File: src/hdl/cart_pkg.sv
// Download beat layout, header field types and cheat record; addresses are byte offsets incl. a 512-byte copier header
package cart_pkg;

	// ========================================
	// Download stream
	// ========================================

	// One beat from the host loader
	typedef struct packed {
		logic        download;
		logic [7:0]  index;
		logic [24:0] addr;
		logic [15:0] data;
		logic        wr;
	} load_bus_t;

	// All-ones index marks a cheat file rather than a cartridge image
	localparam logic [7:0] CODE_INDEX = 8'hFF;

	// Copier header in front of the image
	localparam logic [9:0] HEADER_SKIP = 10'd512;

	// ========================================
	// Cartridge header
	// ========================================

	typedef enum logic [2:0] {
		HDR_AUTO      = 3'd0,
		HDR_NO_HEADER = 3'd1,
		HDR_LOROM     = 3'd2,
		HDR_HIROM     = 3'd3,
		HDR_EXHIROM   = 3'd4
	} hdr_mode_t;

	typedef struct packed {
		logic [7:0]  rom_type;
		logic [23:0] rom_mask;
		logic [23:0] ram_mask;
	} rom_info_t;

	// Size word offsets in the download, RAM size word sits 2 bytes higher
	localparam logic [23:0] LOROM_SIZE_ADDR   = 24'h007FD6 + 24'(HEADER_SKIP);
	localparam logic [23:0] HIROM_SIZE_ADDR   = 24'h00FFD6 + 24'(HEADER_SKIP);
	localparam logic [23:0] EXHIROM_SIZE_ADDR = 24'h40FFD6 + 24'(HEADER_SKIP);

	// ========================================
	// Cheat codes
	// ========================================

	// Values arrive big endian, the code generator orders the bytes
	typedef struct packed {
		logic [31:0] flags;
		logic [31:0] addr;
		logic [31:0] compare;
		logic [31:0] replace;
	} cheat_code_t;

endpackage

File: src/hdl/backup_pkg.sv
// SD block request and image status types; blocks are fixed at 512 bytes
package backup_pkg;

	// Block request towards the SD host, rd and wr held until ack rises
	typedef struct packed {
		logic [31:0] lba;
		logic        rd;
		logic        wr;
	} sd_req_t;

	// Save image state from the host
	typedef struct packed {
		// Pulse when an image is attached
		logic mounted;
		logic readonly;
		logic size_nonzero;
	} img_status_t;

	// log2 of the SD block size
	localparam int unsigned BLOCK_SHIFT = 9;

endpackage

File: src/hdl/rom_header_detect.sv
// Header fields are taken from the raw download; masks settle two cycles after the last beat
`timescale 1ns/1ps

module rom_header_detect #(
	parameter int ADDR_W = 25
) (
	input  logic                 clk_sys,
	input  logic                 reset,
	input  cart_pkg::load_bus_t  load,
	input  logic                 cart_download,
	input  cart_pkg::hdr_mode_t  hdr_mode,
	input  logic [1:0]           region_sel,
	output cart_pkg::rom_info_t  rom_info,
	output logic                 pal
);
	import cart_pkg::*;

	logic [ADDR_W-1:0] addr;
	logic [ADDR_W-1:0] size_addr;
	logic [ADDR_W-1:0] ram_addr;
	logic              forced;
	logic              beat;

	logic [7:0]  type_q;
	logic [3:0]  rom_size;
	logic [3:0]  ram_size;
	logic        rom_region;
	logic [23:0] rom_mask_q;
	logic [23:0] ram_mask_q;

	assign addr = load.addr[ADDR_W-1:0];
	assign beat = cart_download && load.wr;

	// Where the size words live for a forced layout
	always_comb begin
		forced    = 1'b1;
		size_addr = '0;
		case (hdr_mode)
			HDR_LOROM:   size_addr = ADDR_W'(LOROM_SIZE_ADDR);
			HDR_HIROM:   size_addr = ADDR_W'(HIROM_SIZE_ADDR);
			HDR_EXHIROM: size_addr = ADDR_W'(EXHIROM_SIZE_ADDR);
			default:     forced = 1'b0;
		endcase
	end

	assign ram_addr = size_addr + ADDR_W'(2);

	// ========================================
	// Header capture
	// ========================================

	always_ff @(posedge clk_sys) begin
		if (!reset) begin
			type_q     <= 8'h00;
			rom_size   <= 4'hC;
			ram_size   <= 4'h0;
			rom_region <= 1'b0;
		end else if (beat) begin
			if (addr == '0) begin
				rom_size <= 4'hC;
				ram_size <= 4'h0;
				// Auto mode reads sizes packed in the first byte
				if (hdr_mode == HDR_AUTO && load.data[7:0] != 8'h00) begin
					{ram_size, rom_size} <= load.data[7:0];
				end
				case (hdr_mode)
					HDR_NO_HEADER, HDR_LOROM: type_q <= 8'h00;
					HDR_HIROM:                type_q <= 8'h01;
					HDR_EXHIROM:              type_q <= 8'h02;
					default:                  type_q <= load.data[15:8];
				endcase
			end
			if (addr == ADDR_W'(2)) begin
				rom_region <= load.data[8];
			end
			if (forced && addr == size_addr) begin
				rom_size <= load.data[11:8];
			end
			if (forced && addr == ram_addr) begin
				ram_size <= load.data[3:0];
			end
		end
	end

	// Size codes to masks, 1 KiB times 2^size
	always_ff @(posedge clk_sys) begin
		if (!reset) begin
			rom_mask_q <= 24'd0;
			ram_mask_q <= 24'd0;
		end else begin
			rom_mask_q <= (24'd1024 << rom_size) - 24'd1;
			ram_mask_q <= (ram_size != 4'h0) ? (24'd1024 << ram_size) - 24'd1 : 24'd0;
		end
	end

	// Region only follows once the download is over
	always_ff @(posedge clk_sys) begin
		if (!reset) begin
			pal <= 1'b0;
		end else if (!cart_download) begin
			pal <= (region_sel == 2'd0) ? rom_region : region_sel[1];
		end
	end

	assign rom_info = '{rom_type: type_q, rom_mask: rom_mask_q, ram_mask: ram_mask_q};

endmodule

File: src/hdl/cheat_code_loader.sv
// One cheat per 16-byte record; a record is only complete once offset 14 has been written
`timescale 1ns/1ps

module cheat_code_loader #(
	parameter int ADDR_W = 25
) (
	input  logic                  clk_sys,
	input  logic                  reset,
	input  cart_pkg::load_bus_t   load,
	input  logic                  code_download,
	input  logic                  cart_download,
	output cart_pkg::cheat_code_t code,
	output logic                  cheat_valid,
	output logic                  cheat_reset
);

	logic beat;
	logic first_beat;

	assign beat       = code_download && load.wr;
	assign first_beat = beat && (load.addr[ADDR_W-1:0] == '0);

	// Core drops its cheat table on a new cart or a new cheat file
	assign cheat_reset = cart_download || first_beat;

	// Half-words land by low address bits, even offset is the low half
	always_ff @(posedge clk_sys) begin
		if (!reset) begin
			code        <= '0;
			cheat_valid <= 1'b0;
		end else begin
			cheat_valid <= 1'b0;
			if (beat) begin
				case (load.addr[3:0])
					4'd0:  code.flags[15:0]    <= load.data;
					4'd2:  code.flags[31:16]   <= load.data;
					4'd4:  code.addr[15:0]     <= load.data;
					4'd6:  code.addr[31:16]    <= load.data;
					4'd8:  code.compare[15:0]  <= load.data;
					4'd10: code.compare[31:16] <= load.data;
					4'd12: code.replace[15:0]  <= load.data;
					4'd14: begin
						code.replace[31:16] <= load.data;
						// Last half-word, hand the code over
						cheat_valid         <= 1'b1;
					end
					default: ;
				endcase
			end
		end
	end

endmodule

File: src/hdl/backup_ram_sync.sv
// Backup RAM sequencer; waits on sd_ack with no timeout, last block capped by BK_BITS
`timescale 1ns/1ps

module backup_ram_sync #(
	parameter int BK_BITS = 17
) (
	input  logic                    clk_sys,
	input  logic                    reset,
	input  logic                    cart_download,
	input  logic [23:0]             ram_mask,
	input  backup_pkg::img_status_t img,
	input  logic                    bk_load,
	input  logic                    bk_save,
	input  logic                    autosave,
	input  logic                    osd_open,
	input  logic                    bsram_write,
	input  logic                    sd_ack,
	output backup_pkg::sd_req_t     sd_req,
	output logic                    bk_busy,
	output logic                    bk_loading,
	output logic                    bk_pending
);
	import backup_pkg::*;

	typedef enum logic {
		ST_IDLE = 1'b0,
		ST_BUSY = 1'b1
	} state_t;

	state_t state;

	logic [BK_BITS-BLOCK_SHIFT-1:0] last_block;
	logic [31:0] lba;
	logic        rd;
	logic        wr;
	logic        bk_ena;
	logic        old_download;
	logic        old_load;
	logic        old_save;
	logic        old_ack;
	logic        save_req;
	logic        load_rise;
	logic        save_rise;
	logic        dl_end;
	logic        ack_rise;
	logic        ack_fall;

	// Masks are 2^n-1, so slicing caps the count at the RAM size
	assign last_block = ram_mask[BK_BITS-1:BLOCK_SHIFT];

	assign save_req  = bk_save || (bk_pending && osd_open && autosave);
	assign load_rise = bk_ena && bk_load && !old_load;
	assign save_rise = bk_ena && save_req && !old_save;
	assign dl_end    = bk_ena && old_download && !cart_download && img.size_nonzero;
	assign ack_rise  = sd_ack && !old_ack;
	assign ack_fall  = old_ack && !sd_ack;

	assign bk_busy = (state == ST_BUSY);
	assign sd_req  = '{lba: lba, rd: rd, wr: wr};

	// ========================================
	// Enable and pending flag
	// ========================================

	always_ff @(posedge clk_sys) begin
		if (!reset) begin
			old_download <= 1'b0;
			bk_ena       <= 1'b0;
		end else begin
			old_download <= cart_download;
			if (cart_download && !old_download) begin
				bk_ena <= 1'b0;
			end
			// Save image is mounted by the host near the end of the download
			if (cart_download && img.mounted && !img.readonly) begin
				bk_ena <= (ram_mask != 24'd0);
			end
		end
	end

	always_ff @(posedge clk_sys) begin
		if (!reset) begin
			bk_pending <= 1'b0;
		end else if (bk_ena && !osd_open && bsram_write) begin
			bk_pending <= 1'b1;
		end else if (bk_busy) begin
			bk_pending <= 1'b0;
		end
	end

	// ========================================
	// Block sequencer
	// ========================================

	always_ff @(posedge clk_sys) begin
		if (!reset) begin
			state      <= ST_IDLE;
			bk_loading <= 1'b0;
			lba        <= 32'd0;
			rd         <= 1'b0;
			wr         <= 1'b0;
			old_load   <= 1'b0;
			old_save   <= 1'b0;
			old_ack    <= 1'b0;
		end else begin
			old_load <= bk_load;
			old_save <= save_req;
			old_ack  <= sd_ack;

			// Host has taken the request
			if (ack_rise) begin
				rd <= 1'b0;
				wr <= 1'b0;
			end

			case (state)
				ST_IDLE: begin
					if (load_rise || save_rise) begin
						state      <= ST_BUSY;
						bk_loading <= load_rise;
						lba        <= 32'd0;
						rd         <= load_rise;
						wr         <= !load_rise;
					end
					// End of a cart download always reloads the save
					if (dl_end) begin
						state      <= ST_BUSY;
						bk_loading <= 1'b1;
						lba        <= 32'd0;
						rd         <= 1'b1;
						wr         <= 1'b0;
					end
				end
				ST_BUSY: begin
					if (ack_fall) begin
						if (lba >= 32'(last_block)) begin
							state      <= ST_IDLE;
							bk_loading <= 1'b0;
						end else begin
							lba <= lba + 32'd1;
							rd  <= bk_loading;
							wr  <= !bk_loading;
						end
					end
				end
				default: state <= ST_IDLE;
			endcase
		end
	end

endmodule

File: src/hdl/cart_loader_top.sv
// Cart loader top; the download index alone tells a cheat file from a cartridge image
`timescale 1ns/1ps

module cart_loader_top #(
	parameter int ADDR_W  = 25,
	parameter int BK_BITS = 17
) (
	input  logic                    clk_sys,
	input  logic                    reset,
	input  cart_pkg::load_bus_t     load,
	input  cart_pkg::hdr_mode_t     hdr_mode,
	input  logic [1:0]              region_sel,
	input  backup_pkg::img_status_t img,
	input  logic                    bk_load,
	input  logic                    bk_save,
	input  logic                    autosave,
	input  logic                    osd_open,
	input  logic                    bsram_write,
	input  logic                    sd_ack,
	output cart_pkg::rom_info_t     rom_info,
	output logic                    pal,
	output cart_pkg::cheat_code_t   code,
	output logic                    cheat_valid,
	output logic                    cheat_reset,
	output backup_pkg::sd_req_t     sd_req,
	output logic                    bk_busy,
	output logic                    bk_loading,
	output logic                    core_reset,
	output logic                    led_user
);
	import cart_pkg::*;

	logic code_download;
	logic cart_download;
	logic bk_pending;

	// Index decode
	assign code_download = load.download && (load.index == CODE_INDEX);
	assign cart_download = load.download && (load.index != CODE_INDEX);

	// Core held while the image or its save is coming in
	assign core_reset = cart_download || bk_loading;
	assign led_user   = cart_download || (autosave && bk_pending);

	rom_header_detect #(
		.ADDR_W(ADDR_W)
	) u_header (
		.clk_sys       (clk_sys),
		.reset         (reset),
		.load          (load),
		.cart_download (cart_download),
		.hdr_mode      (hdr_mode),
		.region_sel    (region_sel),
		.rom_info      (rom_info),
		.pal           (pal)
	);

	cheat_code_loader #(
		.ADDR_W(ADDR_W)
	) u_cheat (
		.clk_sys       (clk_sys),
		.reset         (reset),
		.load          (load),
		.code_download (code_download),
		.cart_download (cart_download),
		.code          (code),
		.cheat_valid   (cheat_valid),
		.cheat_reset   (cheat_reset)
	);

	backup_ram_sync #(
		.BK_BITS(BK_BITS)
	) u_backup (
		.clk_sys       (clk_sys),
		.reset         (reset),
		.cart_download (cart_download),
		.ram_mask      (rom_info.ram_mask),
		.img           (img),
		.bk_load       (bk_load),
		.bk_save       (bk_save),
		.autosave      (autosave),
		.osd_open      (osd_open),
		.bsram_write   (bsram_write),
		.sd_ack        (sd_ack),
		.sd_req        (sd_req),
		.bk_busy       (bk_busy),
		.bk_loading    (bk_loading),
		.bk_pending    (bk_pending)
	);

endmodule

File: config.mk
export PLATFORM = sky130hd
export DESIGN_NAME = cart_loader_top
export DESIGN_NICKNAME = d
export VERILOG_FILES = /design/src/hdl/cart_pkg.sv /design/src/hdl/backup_pkg.sv /design/src/hdl/rom_header_detect.sv /design/src/hdl/cheat_code_loader.sv /design/src/hdl/backup_ram_sync.sv /design/src/hdl/cart_loader_top.sv
export SDC_FILE = /design/constraint.sdc
export NUM_CORES = 1
export LEC_CHECK = 0
export ABC_AREA = 1
export BUFFER_PORTS_ARGS = -buffer_cell sky130_fd_sc_hd__buf_4
export CAP_MARGIN = 20
export CORE_AREA = 2 2 137 139
export CTS_CLUSTER_SIZE = 24
export DETAILED_ROUTE_END_ITERATION = 12
export DIE_AREA = 0 0 139 141
export PLACE_DENSITY = 0.85
export SLEW_MARGIN = 40
export SYNTH_ARGS = -nofsm -noshare
export SYNTH_HDL_FRONTEND = slang
export SYNTH_HIERARCHICAL = 1
export SYNTH_SLANG_ARGS = --single-unit
export TNS_END_PERCENT = 5
File: constraint.sdc
create_clock -name clk_sys -period 2.7 [get_ports clk_sys]
set_input_delay 0.675 -clock clk_sys [delete_from_list [all_inputs] [get_ports clk_sys]]
set_output_delay 0.675 -clock clk_sys [all_outputs]
set_load 0.02 [all_outputs]
==> results.json <==
{
  "clockRootBuffer": "clkbuf_16",
  "setup_tns_ns": 0,
  "num_rows": 50,
  "synth_top_family_by_area": "simple AND/OR/NAND/NOR gates",
  "syn2layout_area_growth_pct": 30.7,
  "syn-instance-count": 1428,
  "grtUsageTotal_pct": 28.9,
  "syn-num-nets": 1506,
  "synth_mux_area_share_pct": 0,
  "rrSetupSlack_ns": 0.47,
  "grt_max_degree": 100,
  "tightest_slew_ns": 0.596,
  "clock_path_buffers": 3,
  "start_util_pct": 53.6,
  "finalHoldViolCount": 0,
  "final_common_cell": "nand2_1",
  "drc": 0,
  "synth_compound_area_share_pct": 7.80,
  "drv_slew": 0,
  "synth_top_area_share_pct": 44.7,
  "synth.avg_cell_area_um2": 6.86,
  "yosysUniqueCellTypes": 45,
  "r2r_cells": 12,
  "ios": 292,
  "viasPerCell": 5.10,
  "drive_above_1_share_pct": 24.9,
  "worstPathMaxFanout": 2,
  "crit_required_ns": 2.03,
  "synthSimpleGateAreaFrac_pct": 34.0,
  "clk_latency_ns": 0.50,
  "io_buffers": 291,
  "clk_pin_slew_worst_paths_ns": 0.06,
  "setup.worst_path.end": "cheat_reset",
  "ys_ff_latch": 219,
  "core_area_um2": 18300,
  "maxCapViolCount": 0,
  "synth_edf_count": 0,
  "cts_buffers": 23,
  "setup.worst_path.start_class": "primary input",
  "rsz0062_at_grt": "false",
  "clkSinkCount": 219,
  "gp_congestion": 0.898,
  "ant_nets": 0,
  "cp.arrival_ns": 1.97,
  "period_needed_ns": 2.65,
  "r2r-end": "u_backup/lba[1]$_SDFFE_PN0P_",
  "n_antenna_cell": 0,
  "synth.yosys.seq_area_share_pct": 44.7,
  "yosys-top-cells-area": "dfxtp_1 45%, nand2_1 13%, nor2_1 11%, inv_1 6.6%, nand3_1 4.1%",
  "syn_area_um2": 9800,
  "synth_xor_area_share_pct": 0.268,
  "yosysTopAreaCell": "dfxtp_1",
  "cts_hold_buf": 0,
  "avgRoutedWirePerCell_um": 15.2,
  "skew_ns": 0.00616,
  "first_global_vias": 9279,
  "startpoint": "load[42]",
  "numPlacedInstances": 1905,
  "setup_viol": 0,
  "end_kind": "primary output",
  "wl_mm": 29.6,
  "dp_slack_ns": 0.109,
  "powerDensity_nw_per_um2": 539,
  "outcome": "finished, final reports clean",
  "cts_tree": "done",
  "synthAdderAreaFrac_pct": 1.40,
  "die_w_um": 139,
  "fillers": 1505,
  "fmax_mhz": 378,
  "leakagePower_nw": 6.20,
  "antenna_found_initial": 0,
  "async_reset_ff_share_pct": 0,
  "power_mw": 6.90,
  "relSlewSlack_pct": 59.9,
  "r2r_start": "u_header/ram_mask_q[16]$_SDFF_PN0_",
  "worst_slack_ns": 0.0512,
  "path_class": "primary input to primary output",
  "vias": 9925,
  "placed_area_um2": 12000,
  "fin_area_um2": 12800,
  "synth_warnings": 6,
  "fin_crit_sh_pct": 98.1,
  "grt_pass1_wl_mm": 46.5,
  "final_cell_mix": "338 x nand2_1, 305 x buf_4, 280 x nor2_1",
  "drt_iter0_drc": 709,
  "dr.pass1.iters": 8,
  "hold_class": "primary input to register",
  "post-dp-hpwl_mm": 20.9,
  "irDropWorstVdd_mv": 0.480,
  "fin_nets": 1774,
  "die_height_um": 141,
  "final_cells": 1946,
  "cts_resized": 0,
  "gr-total-overflow": 0,
  "postCtsSetupRepairBufs": 0,
  "synthFlopType": "dfxtp_1",
  "dieArea_um2": 19600,
  "h-tree-depth": 1
}
==> worst max-delay path, stage by stage <==
cell	delay (ns)
buf_4	0.08
nand2_1	0.04
nor2_1	0.10
nand2_1	0.08
nor2_1	0.28
nand2_2	0.12
inv_2	0.07
nand2_2	0.05
inv_1	0.06
nand2_1	0.05
o21ai_0	0.19
buf_4	0.18
==> synthesized netlist by cell type, types with 2 or more instances <==
cell and instances:
nand2_2 17, o21ai_0 56, nand3_1 80, nand3_4 2, nor3b_1 2, buf_6 3, nand2_4 2, nand4_1 7
xor2_1 2, clkbuf_1 19, nand2_1 338, inv_2 35, o21ai_1 5, nand3b_1 4, nand3_2 3, nor2_1 280
nor2_2 4, buf_2 17, buf_1 3, ha_1 11, a21oi_2 3, nor3_1 17, o21a_1 2, nor4_1 10
inv_1 173, a21oi_1 67, buf_4 20, dfxtp_1 219, nor2_4 11
==> state kept, by name (all words and copies together), names as in the netlist <==
| register | flops |
|---|---|
| u_backup/bk_busy | 1 |
| u_backup/bk_ena | 1 |
| u_backup/bk_loading | 1 |
| u_backup/bk_pending | 1 |
| u_backup/lba | 32 |
| u_backup/old_ack | 1 |
| u_backup/old_download | 1 |
| u_backup/old_load | 1 |
| u_backup/old_save | 1 |
| u_backup/rd | 1 |
| u_backup/wr | 1 |
| u_cheat/cheat_valid | 1 |
| u_cheat/code | 128 |
| u_header/pal | 1 |
| u_header/ram_mask_q | 15 |
| u_header/ram_size | 4 |
| u_header/rom_mask_q | 15 |
| u_header/rom_region | 1 |
| u_header/rom_size | 4 |
| u_header/type_q | 8 |
==> area by class of cell <==
type	instances	area, um^2	share of cell area (%)
clock buffer	31	666	5.20
clock inverter	10	106	0.830
inverter	210	791	6.17
multi-input combinational	936	4260	33.2
sequential	219	4380	34.2
tap	234	293	2.29
timing repair buffer	306	2310	18.0
==> where the power goes <==
group / internal [mW] / switching, mW / leakage [nW] / total, mW
registers: 3.25 / 0.0101 / 1.77 / 3.26
logic: 0.155 / 0.291 / 4.05 / 0.447
clock network: 1.92 / 1.28 / 0.385 / 3.20
total: 5.32 / 1.58 / 6.20 / 6.90
==> through the flow <==
stage / util, % / hold slack, ns
2_1_floorplan: - / 0.455
3_3_place_gp: 65.9 / 0.442
3_5_place_dp: 65.9 / 0.447
4_1_cts: 70.1 / 0.359
5_1_grt: 70.1 / 0.387
6_report: 70.1 / 0.372
==> kinds of logic (layout without fill, tap and decap cells) <==
| logic type | count (synthesis) | after routing |
|---|---|---|
| AOI/OAI and AO/OA | 142 | 142 |
| buffers and inverters | 273 | 557 |
| xor gates and xnor gates | 3 | 3 |
| adders and majority gates | 11 | 11 |
| DFF | 219 | 219 |
| and+or+nand+nor | 780 | 780 |
==> how the worst min path moves through the flow <==
stage,from,endpoint,cells after the start
floorplan,u_header/rom_region$_SDFFE_PN0P_,u_header/rom_region$_SDFFE_PN0P_,2
global placement,u_backup/lba[11]$_SDFFE_PN0P_,u_backup/lba[11]$_SDFFE_PN0P_,2
detailed placement,u_backup/lba[25]$_SDFFE_PN0P_,u_backup/lba[25]$_SDFFE_PN0P_,2
CTS,sd_ack,u_backup/old_ack$_SDFF_PN0_,3
global route,bk_load,u_backup/old_load$_SDFF_PN0_,3
finish,sd_ack,u_backup/old_ack$_SDFF_PN0_,3
==> metal layers <==
| layer | global-route usage, % | share of wire (%) | wire, um |
|---|---|---|---|
| met2 | 50.4 | 48 | 14200 |
| met1 | 34.6 | 39 | 11600 |
| met3 | 6.93 | 9.9 | 2930 |
| met5 | 0 | 0 | 0 |
| met4 | 11.2 | 3.1 | 927 |
No activity file was read; power rests on OpenSTA's default activity.
